**config.mk**
```make
export PLATFORM = sky130hd
export DESIGN_NAME = timer_subsystem
export DESIGN_NICKNAME = d
export VERILOG_FILES = /design/src/rtl/gb_bus_pkg.sv /design/src/rtl/timer_pkg.sv /design/src/rtl/interrupt_ctrl.sv /design/src/rtl/io_read_mux.sv /design/src/rtl/timer_counter.sv /design/src/rtl/timer_divider.sv /design/src/rtl/timer_prescaler.sv /design/src/rtl/timer_subsystem.sv
export SDC_FILE = /design/constraint.sdc
export NUM_CORES = 1
export LEC_CHECK = 0
export CAP_MARGIN = 10
export CORE_MARGIN = 1
export CORE_UTILIZATION = 40
export CTS_CLUSTER_SIZE = 16
export DETAILED_ROUTE_END_ITERATION = 6
export DONT_BUFFER_PORTS = 1
export PLACE_DENSITY = 0.52
export SETUP_SLACK_MARGIN = 0.5
export SLEW_MARGIN = 20
export SYNTH_ARGS = -nofsm -noshare
export SYNTH_HDL_FRONTEND = slang
export SYNTH_SLANG_ARGS = --single-unit
```
**constraint.sdc**
```tcl
create_clock -name I_CLOCK -period 2.5 [get_ports I_CLOCK]
set_input_delay 0.25 -clock I_CLOCK [delete_from_list [all_inputs] [get_ports I_CLOCK]]
set_output_delay 0.25 -clock I_CLOCK [all_outputs]
set_load 0.05 [all_outputs]
```
**src/rtl/gb_bus_pkg.sv**
```systemverilog
// I/O bus definitions for the FF00 page; one access per cycle with active-low strobes, no wait states
package gb_bus_pkg;

    // Register addresses in the I/O page
    localparam logic [15:0] ADDR_DIV  = 16'hff04;
    localparam logic [15:0] ADDR_TIMA = 16'hff05;
    localparam logic [15:0] ADDR_TMA  = 16'hff06;
    localparam logic [15:0] ADDR_TAC  = 16'hff07;
    localparam logic [15:0] ADDR_IF   = 16'hff0f;
    localparam logic [15:0] ADDR_IE   = 16'hffff;

    // Value seen on a read that no unit claims
    localparam logic [7:0] OPEN_BUS = 8'hff;

    // Number of interrupt sources held in IF
    localparam int IRQ_COUNT = 5;

    // One bus cycle as driven by the CPU side
    typedef struct packed {
        logic [15:0] addr;
        logic [7:0]  wdata;
        logic        re_l;
        logic        we_l;
    } io_req_t;

    // Interrupt sources; the value is also the IF/IE bit number
    // and a lower number has the higher priority
    typedef enum logic [2:0] {
        IRQ_VBLANK = 3'd0,
        IRQ_STAT   = 3'd1,
        IRQ_TIMER  = 3'd2,
        IRQ_SERIAL = 3'd3,
        IRQ_JOYPAD = 3'd4
    } irq_src_e;

endpackage

```
**src/rtl/timer_pkg.sv**
```systemverilog
// Timer definitions; all rates are counted in I_CLOCK cycles, with no assumption on the clock frequency
package timer_pkg;

    // Width of the gated prescaler that feeds TIMA
    localparam int PRESCALE_W = 11;

    // Width of the free-running divider, high byte is DIV
    localparam int DIV_W = 16;

    // TAC rate field, named by the tap period in cycles
    typedef enum logic [1:0] {
        RATE_2048 = 2'd0,
        RATE_32   = 2'd1,
        RATE_128  = 2'd2,
        RATE_512  = 2'd3
    } tac_rate_e;

    // TAC register layout, enable sits in bit 2
    typedef struct packed {
        logic      enable;
        tac_rate_e rate;
    } tac_t;

    // Edge detector state for the selected prescaler tap
    typedef enum logic {
        TICK_ARMED = 1'b0,
        TICK_FIRED = 1'b1
    } tick_state_e;

endpackage

```
**src/rtl/interrupt_ctrl.sv**
```systemverilog
// IF and IE registers; an incoming request wins over a CPU write to IF in the same cycle
module interrupt_ctrl (
    input  logic                                I_CLOCK,
    input  logic                                I_RESET,
    input  gb_bus_pkg::io_req_t                 bus_req,
    input  logic                                timer_irq,
    input  logic [gb_bus_pkg::IRQ_COUNT-1:0]    ext_irq,
    output logic                                irq,
    output gb_bus_pkg::irq_src_e                irq_id,
    output logic [7:0]                          rd_data,
    output logic                                rd_hit
);

    logic [gb_bus_pkg::IRQ_COUNT-1:0] if_q;
    logic [7:0]                       ie_q;
    logic [gb_bus_pkg::IRQ_COUNT-1:0] req;
    logic [gb_bus_pkg::IRQ_COUNT-1:0] pending;
    logic                             sel_if;
    logic                             sel_ie;

    assign sel_if = (bus_req.addr == gb_bus_pkg::ADDR_IF);
    assign sel_ie = (bus_req.addr == gb_bus_pkg::ADDR_IE);

    // Timer overflow shares the timer slot with the external pulse
    always_comb begin
        req = ext_irq;
        req[gb_bus_pkg::IRQ_TIMER] = ext_irq[gb_bus_pkg::IRQ_TIMER] | timer_irq;
    end

    always_ff @(posedge I_CLOCK or posedge I_RESET) begin
        if (I_RESET) begin
            if_q <= '0;
        end else if (!bus_req.we_l && sel_if) begin
            if_q <= bus_req.wdata[gb_bus_pkg::IRQ_COUNT-1:0] | req;
        end else begin
            if_q <= if_q | req;
        end
    end

    always_ff @(posedge I_CLOCK or posedge I_RESET) begin
        if (I_RESET) begin
            ie_q <= 8'h00;
        end else if (!bus_req.we_l && sel_ie) begin
            ie_q <= bus_req.wdata;
        end
    end

    assign pending = if_q & ie_q[gb_bus_pkg::IRQ_COUNT-1:0];
    assign irq     = |pending;

    // Lowest bit wins, scan from the top so it is written last
    always_comb begin
        irq_id = gb_bus_pkg::IRQ_VBLANK;
        for (int i = gb_bus_pkg::IRQ_COUNT - 1; i >= 0; i--) begin
            if (pending[i]) begin
                irq_id = gb_bus_pkg::irq_src_e'(3'(i));
            end
        end
    end

    assign rd_hit  = !bus_req.re_l && (sel_if || sel_ie);
    assign rd_data = sel_if ? {3'b111, if_q} : (sel_ie ? ie_q : 8'h00);

endmodule

```
**src/rtl/io_read_mux.sv**
```systemverilog
// Read data merge; hits are expected to be exclusive, overlapping hits are ORed together
module io_read_mux (
    input  logic [7:0] div_rd,
    input  logic       div_hit,
    input  logic [7:0] tmr_rd,
    input  logic       tmr_hit,
    input  logic [7:0] int_rd,
    input  logic       int_hit,
    output logic [7:0] rdata
);

    logic [7:0] merged;
    logic       any_hit;

    // Mask each unit by its own hit flag
    assign merged = ({8{div_hit}} & div_rd)
                  | ({8{tmr_hit}} & tmr_rd)
                  | ({8{int_hit}} & int_rd);

    assign any_hit = div_hit || tmr_hit || int_hit;

    // Nobody answered, so the bus floats high
    assign rdata = any_hit ? merged : gb_bus_pkg::OPEN_BUS;

endmodule

```
**src/rtl/timer_counter.sv**
```systemverilog
// TIMA, TMA and TAC; a CPU write to TIMA beats a tick, and a TMA write in the overflow cycle is reloaded
module timer_counter (
    input  logic                I_CLOCK,
    input  logic                I_RESET,
    input  gb_bus_pkg::io_req_t bus_req,
    input  logic                tick,
    output timer_pkg::tac_t     tac,
    output logic                timer_irq,
    output logic [7:0]          rd_data,
    output logic                rd_hit
);

    logic [7:0]      tima_q;
    logic [7:0]      tma_q;
    timer_pkg::tac_t tac_q;

    logic sel_tima;
    logic sel_tma;
    logic sel_tac;
    logic tima_we;
    logic tma_we;
    logic tac_we;
    logic count_en;
    logic overflow;

    // Address decode
    assign sel_tima = (bus_req.addr == gb_bus_pkg::ADDR_TIMA);
    assign sel_tma  = (bus_req.addr == gb_bus_pkg::ADDR_TMA);
    assign sel_tac  = (bus_req.addr == gb_bus_pkg::ADDR_TAC);

    assign tima_we = !bus_req.we_l && sel_tima;
    assign tma_we  = !bus_req.we_l && sel_tma;
    assign tac_we  = !bus_req.we_l && sel_tac;

    assign count_en = tick && tac_q.enable;
    assign overflow = (tima_q == 8'hff);

    // Overflow pulse to IF, same cycle as the reload
    assign timer_irq = count_en && overflow;

    always_ff @(posedge I_CLOCK or posedge I_RESET) begin
        if (I_RESET) begin
            tima_q <= 8'h00;
        end else if (tima_we) begin
            tima_q <= bus_req.wdata;
        end else if (count_en) begin
            if (overflow) begin
                tima_q <= tma_we ? bus_req.wdata : tma_q;
            end else begin
                tima_q <= tima_q + 8'd1;
            end
        end
    end

    always_ff @(posedge I_CLOCK or posedge I_RESET) begin
        if (I_RESET) begin
            tma_q <= 8'h00;
        end else if (tma_we) begin
            tma_q <= bus_req.wdata;
        end
    end

    always_ff @(posedge I_CLOCK or posedge I_RESET) begin
        if (I_RESET) begin
            tac_q <= '0;
        end else if (tac_we) begin
            tac_q <= timer_pkg::tac_t'(bus_req.wdata[2:0]);
        end
    end

    assign tac = tac_q;

    // Read path, TAC has zeros above its three bits
    assign rd_hit = !bus_req.re_l && (sel_tima || sel_tma || sel_tac);

    always_comb begin
        if (sel_tima) begin
            rd_data = tima_q;
        end else if (sel_tma) begin
            rd_data = tma_q;
        end else if (sel_tac) begin
            rd_data = {5'b00000, tac_q};
        end else begin
            rd_data = 8'h00;
        end
    end

endmodule

```
**src/rtl/timer_divider.sv**
```systemverilog
// DIV register; a write of any value clears only the high byte, so the low byte keeps its phase
module timer_divider (
    input  logic                I_CLOCK,
    input  logic                I_RESET,
    input  gb_bus_pkg::io_req_t bus_req,
    output logic [7:0]          rd_data,
    output logic                rd_hit
);

    logic [timer_pkg::DIV_W-1:0] div_q;
    logic [timer_pkg::DIV_W-1:0] div_inc;
    logic                        addr_match;
    logic                        div_we;

    assign addr_match = (bus_req.addr == gb_bus_pkg::ADDR_DIV);
    assign div_we     = !bus_req.we_l && addr_match;

    // Plain increment, the carry out of the low byte steps DIV
    assign div_inc = div_q + timer_pkg::DIV_W'(1);

    always_ff @(posedge I_CLOCK or posedge I_RESET) begin
        if (I_RESET) begin
            div_q <= '0;
        end else if (div_we) begin
            // Low byte still advances on a write
            div_q <= {8'h00, div_inc[7:0]};
        end else begin
            div_q <= div_inc;
        end
    end

    assign rd_hit  = !bus_req.re_l && addr_match;
    assign rd_data = div_q[timer_pkg::DIV_W-1 -: 8];

endmodule

```
**src/rtl/timer_prescaler.sv**
```systemverilog
// TIMA tick source; the prescaler only runs while TAC is enabled, but the tap edge is tracked always
module timer_prescaler (
    input  logic            I_CLOCK,
    input  logic            I_RESET,
    input  timer_pkg::tac_t tac,
    output logic            tick
);

    logic [timer_pkg::PRESCALE_W-1:0] prescale_q;
    logic                             tap;
    timer_pkg::tick_state_e           state_q;
    timer_pkg::tick_state_e           state_d;

    // Gated prescaler
    always_ff @(posedge I_CLOCK or posedge I_RESET) begin
        if (I_RESET) begin
            prescale_q <= '0;
        end else if (tac.enable) begin
            prescale_q <= prescale_q + timer_pkg::PRESCALE_W'(1);
        end
    end

    // One full tap period per TIMA step
    always_comb begin
        case (tac.rate)
            timer_pkg::RATE_2048: tap = prescale_q[10];
            timer_pkg::RATE_32:   tap = prescale_q[4];
            timer_pkg::RATE_128:  tap = prescale_q[6];
            timer_pkg::RATE_512:  tap = prescale_q[8];
            default:              tap = 1'b0;
        endcase
    end

    // One tick per high level of the tap
    always_comb begin
        state_d = state_q;
        tick    = 1'b0;
        case (state_q)
            timer_pkg::TICK_ARMED: begin
                if (tap) begin
                    state_d = timer_pkg::TICK_FIRED;
                    tick    = 1'b1;
                end
            end
            timer_pkg::TICK_FIRED: begin
                // Wait for the tap to drop before arming again
                if (!tap) begin
                    state_d = timer_pkg::TICK_ARMED;
                end
            end
            default: begin
                state_d = timer_pkg::TICK_ARMED;
            end
        endcase
    end

    always_ff @(posedge I_CLOCK or posedge I_RESET) begin
        if (I_RESET) begin
            state_q <= timer_pkg::TICK_ARMED;
        end else begin
            state_q <= state_d;
        end
    end

endmodule

```
**src/rtl/timer_subsystem.sv**
```systemverilog
// Timer and interrupt block top; read data is combinational from bus_req in the same cycle
module timer_subsystem (
    input  logic                                I_CLOCK,
    input  logic                                I_RESET,
    input  gb_bus_pkg::io_req_t                 bus_req,
    input  logic [gb_bus_pkg::IRQ_COUNT-1:0]    ext_irq,
    output logic [7:0]                          rdata,
    output logic                                irq,
    output gb_bus_pkg::irq_src_e                irq_id
);

    timer_pkg::tac_t tac;
    logic            tick;
    logic            timer_irq;

    logic [7:0] div_rd;
    logic       div_hit;
    logic [7:0] tmr_rd;
    logic       tmr_hit;
    logic [7:0] int_rd;
    logic       int_hit;

    timer_divider u_divider (
        .I_CLOCK (I_CLOCK),
        .I_RESET (I_RESET),
        .bus_req (bus_req),
        .rd_data (div_rd),
        .rd_hit  (div_hit)
    );

    timer_prescaler u_prescaler (
        .I_CLOCK (I_CLOCK),
        .I_RESET (I_RESET),
        .tac     (tac),
        .tick    (tick)
    );

    timer_counter u_counter (
        .I_CLOCK   (I_CLOCK),
        .I_RESET   (I_RESET),
        .bus_req   (bus_req),
        .tick      (tick),
        .tac       (tac),
        .timer_irq (timer_irq),
        .rd_data   (tmr_rd),
        .rd_hit    (tmr_hit)
    );

    interrupt_ctrl u_int_ctrl (
        .I_CLOCK   (I_CLOCK),
        .I_RESET   (I_RESET),
        .bus_req   (bus_req),
        .timer_irq (timer_irq),
        .ext_irq   (ext_irq),
        .irq       (irq),
        .irq_id    (irq_id),
        .rd_data   (int_rd),
        .rd_hit    (int_hit)
    );

    io_read_mux u_read_mux (
        .div_rd  (div_rd),
        .div_hit (div_hit),
        .tmr_rd  (tmr_rd),
        .tmr_hit (tmr_hit),
        .int_rd  (int_rd),
        .int_hit (int_hit),
        .rdata   (rdata)
    );

endmodule

```
## Word-level counts from Yosys, hierarchy flattened

Cells that the tools add are included.

- Register bits after elaboration: 60
- Bits of input ports: 33
- Output and inout bits: 12
- Word-level logic and storage cells: 72

- Add/sub/neg operators: 3
- Equality and inequality tests: 10
- Multiplexer cells: 20
- Bitwise operators: 9
- Reductions and logical operators: 21

Operator list:

| cell | count |
|---|---|
| $eq 16x16->1 const B | 6 |
| $mux 8 | 9 |
| $and 8x8->8 | 3 |
| $mux 3 | 6 |
| $add 16x1->16 const B | 1 |
| $mux 16 | 1 |
| $or 8x8->8 | 2 |
| $add 11x1->11 const B | 1 |
| $logic_and 1x1->1 | 11 |
| $or 5x5->5 | 2 |
| $add 8x1->8 const B | 1 |
| $eq 8x8->1 const B | 1 |
| $and 5x5->5 | 1 |
| $logic_or 1x1->1 | 5 |
| $mux 5 | 1 |
| $reduce_or 5->1 | 1 |
| $eq 2x2->1 const B | 2 |
| $pmux 1 s4 | 1 |
| $eq 2x1->1 const B | 1 |
| $logic_not 1->1 | 2 |
| $logic_not 2->1 | 1 |
| $mux 1 | 2 |
| $reduce_bool 2->1 | 1 |
| $or 1x1->1 | 1 |

## Depth between registers and ports, before layout

- Depth in word-level cells: 9
- Depth in mapped cells: 7
- Mapped depth without buffers: 6

## Cells and area by module

A second synthesis with hierarchy kept.

- Cell total of the unflattened synthesis: 372
- Area, all modules: 3582.2 µm²

By module, submodules not included:

| module | instances | cells each | area each (µm²) | seq. area each (µm²) |
|---|---|---|---|---|
| timer_counter | 1 | 153 | 1343.8 | 475.5 |
| timer_divider | 1 | 81 | 832.0 | 400.4 |
| interrupt_ctrl | 1 | 75 | 735.7 | 325.3 |
| timer_prescaler | 1 | 42 | 515.5 | 300.3 |
| io_read_mux | 1 | 21 | 155.1 | 0.0 |

## Worst setup path after synthesis

Ideal clock, no wire load.

- Path type: in2out
- Start point: in bus_req[23] (netlist name)
- End point: out rdata[5]
- Arrival time: 2.233 ns
- Required time: 2.250 ns
- Slack: 0.017 ns
- Stages on the path: 5
- Buffers on the path: 1
- Path through: nand4_1 -> or3_1 -> or3_1 -> clkbuf_1 -> o221ai_1

- Word-level cells in the longest chain between the ends: 8
- Elaborated cells on any way between the ends: 24
- Classes of those cells: eq/ne: 6; mux: 5; bitwise: 5; reduce/logical: 8

RTL lines:

| element | RTL line | text |
|---|---|---|
| from (decl) | timer_subsystem.sv:5 | `input gb_bus_pkg::io_req_t bus_req,` |
| $eq 16x16->1, on equally long branches | timer_counter.sv:27, timer_counter.sv:28 |  |
| $logic_or 1x1->1 (2 in a row) | timer_counter.sv:74 | `assign rd_hit = !bus_req.re_l && (sel_tima \|\| sel_tma \|\| sel_tac);` |
| $logic_and 1x1->1 | timer_counter.sv:74 |  |
| $and 8x8->8 | io_read_mux.sv:17 | `\| ({8{tmr_hit}} & tmr_rd)` |
| $or 8x8->8 | io_read_mux.sv:17 |  |
| $or 8x8->8 | io_read_mux.sv:18 | `\| ({8{int_hit}} & int_rd);` |
| $mux 8 (*) | io_read_mux.sv:23 | `assign rdata = any_hit ? merged : gb_bus_pkg::OPEN_BUS;` |
| to (decl) | timer_subsystem.sv:7 | `output logic [7:0] rdata,` |

Every way passes the cells marked *; elsewhere a longest branch is shown, timed or not.

## Final worst setup path

- Start point: in bus_req[16] (netlist name)
- End point: out rdata[1]

- Word-level cells in the longest chain between the ends: 8
- Elaborated cells on any way between the ends: 25
- Classes of those cells: eq/ne: 6; mux: 6; bitwise: 5; reduce/logical: 8

RTL lines:

| element | RTL line |
|---|---|
| $eq 16x16->1, on equally long branches | timer_counter.sv:29, timer_counter.sv:27, timer_counter.sv:28 |
| $mux 3 or $logic_or 1x1->1 (tied branches) | timer_counter.sv:81, timer_counter.sv:74 |
| $mux 8 or $logic_or 1x1->1 (tied branches) | timer_counter.sv:79, timer_counter.sv:74 |
| $mux 8 or $logic_and 1x1->1 (tied branches) | timer_counter.sv:77, timer_counter.sv:74 |
| $and 8x8->8 | io_read_mux.sv:17 |
| $or 8x8->8 | io_read_mux.sv:17 |
| $or 8x8->8 | io_read_mux.sv:18 |
| $mux 8 (*) | io_read_mux.sv:23 |

Marks and branches as above.

==> summary.md <==
| Metric | Value |
|---|---|
| VDD IR max | 349.6 uV |
| Starting Density | 0.4111 |
| DIE WIDTH | 93.66 um |
| Main area contributors after synthesis | dfrtp_1, mux2_2, nand2_1 |
| DR WL/cell | 18.67 um |
| DRT Pass-1 Iters | 4 |
| Clk sinks | 60 |
| Clock share of power | 0.481 |
| Initial antenna violation count | 0 |
| Port bufs | 0 |
| Fin nets | 387 |
| Leak | 1.600 nW |
| Multi-input gate area | 1908 sq um |
| Post-Synthesis Cell Area | 3361 sq um |
| Sequential share of the synthesized area | 0.4468 |
| Area share of the largest cell type after synthesis | 0.4468 |
| Mapped Cells | 330 |
| Vias | 2718 |
| Core area | 8175 sq um |
| CTS Buffer Depth | 2 |
| Final worst path period share | 0.8672 |
| WP data required | 2.25 ns |
| Worst Max-Slew Pin Slew | 0.7565 ns |
| Setup TNS | 0 ns |
| Worst-path fanout max | 5 |
| Critical setup path kind | in2out |
| # rows | 33 |
| Critical Path Sink | rdata[1] |
| Finished Core Util | 0.4829 |
| Comb pwr share | 0.034 |
| Final-report setup violation count | 0 |
| Most frequent cells after synthesis | dfrtp_1, nand2_1, nor2_1 |
| Internal Pwr Total | 1.582 mW |
| Final Hold Viols | 0 |
| RR Startpoint | u_counter.tac[1]$_DFFE_PP0P_ |
| Post-synth EDFFs | 0 |
| FILL cells | 751 |
| Reg power frac | 0.485 |
| Final Max Tran Viols | 0 |
| Antenna diodes | 0 |
| Synth Net Count | 366 |
| Number of DRC markers in iteration 0 | 174 |
| Skew-Pair Late Insertion Delay | 0.34 ns |
| Max_slew headroom | 0.4957 |
| DRC violations left | 0 |
| Total grt overflow | 0 |
| Worst-case reg-to-reg path depth | 5 |
| Startpoint Class | primary input |
| Synthesized flop and latch total | 60 |
| Die Y | 93.66 um |
| # IOs | 45 |
| Final Critical Period | 2.168 ns |
| Setup Skew | 0.01098 ns |
| Pwr Total | 2.002 mW |
| Vias per cell | 5.896 |
| Vias in the first global route | 2644 |
| Max Cap Viol | 0 |
| Arr. time, crit path | 1.92 ns |
| Post-Route WL | 8.609 mm |
| Sw Ratio | 0.2101 |
| Top FF cell, synth | dfrtp_1 |
| Routed Antenna Nets | 0 |
| Clk slew on worst S/H paths | 0.07 ns |
| Hold crit path type | in2async |
| H-Tree Depth | 3 |
| FFs w/ async S/R, synth | 1.000 |
| Gpl congestion | 0.8146 |
| Yosys cell types | 51 |
| R2r endpoint | u_counter.tima_q[0]$_DFFE_PP0P_ |
| GRT Overall Usage | 0.2152 |
| Fmax | 0.4613 GHz |
| Most frequent cell after synthesis | dfrtp_1 |
| Total CTS buffers | 9 |
| YS warnings | 0 |
| Setup crit end kind | output pin |
| Synth Area per Inst | 10.18 sq um |
| First-pass GRT wire length | 13.94 mm |
| Worst hold margin | 0.01791 ns |
| Pwr Density | 507.2 nW/um^2 |
| Maximum number of pins on one net before global-route repair | 61 |
| Die ar. | 8772 sq um |
| Share of cells above drive strength 1 | 0.2247 |
| Unrepaired setup endpoints after global routing | true |
| Clock Tree Root | clkbuf_8 |
| Area delta synth->final | 17.46% |
| DP Wirelength | 6.345 mm |
| FF+latch area | 1503 sq um |
| Area leader, netlist | dfrtp_1 |
| NetSw | 0.4206 mW |
| CP Launch Point | bus_req[16] |
| Outcome | finished, final reports clean |
| TritonCTS clock tree | yes |
| Reg2Reg Setup Slack | 0.57 ns |
-- cell families (layout without fill, tap and decap cells) --
group,count (synthesis),count (layout),share of synthesized area
adders and majority gates,3,3,0.01117
xor gates and xnor gates,27,27,0.07037
and+or+nand+nor,131,131,0.2107
buffers and inverters,14,40,0.02011
DFF,60,60,0.4468
AOI/OAI and AO/OA,71,71,0.1594
muxes,24,24,0.08153
-- final cells by class --
| cell class | instances | share of cell area |
|---|---|---|
| repair buffers | 21 | 0.04469 |
| inverters | 3 | 0.002853 |
| multi-input cells | 256 | 0.4834 |
| well taps | 105 | 0.03328 |
| clock buffers | 12 | 0.03677 |
| flip-flops and latches | 60 | 0.3807 |
| clock inverters | 4 | 0.01838 |
-- worst min path at each step --
stage,from,endpoint,slack [ns],depth (start not counted)
floorplan,ext_irq[0],u_int_ctrl.if_q[0]$_DFF_PP0_,0.35,1
global placement,ext_irq[3],u_int_ctrl.if_q[3]$_DFF_PP0_,0.35,1
detailed placement,ext_irq[0],u_int_ctrl.if_q[0]$_DFF_PP0_,0.35,1
CTS,bus_req[4],u_counter.tma_q[2]$_DFF_PP0_,0.005,2
global route,ext_irq[3],u_int_ctrl.if_q[3]$_DFF_PP0_,0.008,1
finish,I_RESET,u_divider.div_q[5]$_DFF_PP0_,0.02,2
-- layer usage --
metal | vias up | wire, um | global-route usage
met5 | - | 0 | 0
met4 | 0 | 110 | 0.06282
met3 | 12 | 471 | 0.05744
met2 | 65 | 4159 | 0.3499
met1 | 1358 | 3867 | 0.2815
li1 | 1283 | - | -
-- layout by cell type (no fill, tap or decap), types with 4 or more instances in the layout --
cell      instances
clkbuf_8         10
and3_1            6
nand2_1          36
nor3_1            6
nor2_1           21
a221o_1           4
nand3_1          19
a211o_1           5
a221o_2           5
mux2_2           17
xnor2_1          13
dfrtp_1          59
mux2i_1           6
nor2b_1           8
and4_1            5
xor2_1           14
a21oi_1          18
a22o_1            5
buf_4            15
nand4_1          10
o21ai_0           6
-- through the flow --
step,area (sq um),worst slack (ns),cells
2_1_floorplan,3440,0.2401,330
3_3_place_gp,3610,0.2274,438
3_5_place_dp,3610,0.2144,438
4_1_cts,3876,0.3656,458
5_1_grt,3948,0.2898,461
6_report,3948,0.3320,461
-- sequential cells by signal, summed over array words and instances (netlist names) --
register and flops:
u_counter.tima_q 8, u_prescaler.state_q 1, u_int_ctrl.ie_q 8, u_counter.tma_q 8, u_divider.div_q 16, u_int_ctrl.if_q 5, u_prescaler.prescale_q 11, u_counter.tac 3
-- critical path: stages --
cell	delay (ns)
or4_4	0.56
or3_4	0.45
nor4_4	0.26
a221o_2	0.39
-- power groups by stage --
stage	registers, mW	clock network [mW]	logic [mW]
after floorplan	0.990	0	0.0509
final	0.972	0.962	0.0680
after detailed placement	0.990	0	0.0623
after global placement	0.990	0	0.0627
after CTS	0.971	0.994	0.0669
after global routing	0.971	1.03	0.0765
-- repair_timing --
action / in CTS / in global routing
endpoints found under the hold margin: 3 / 0
hold buffers: 3 / 0
buffers inserted: 1 / 3
setup endpoints to repair: 9 / 12
pin swaps: 5 / 4
resized for setup: 3 / 8
(Power assumes the default switching activity.)
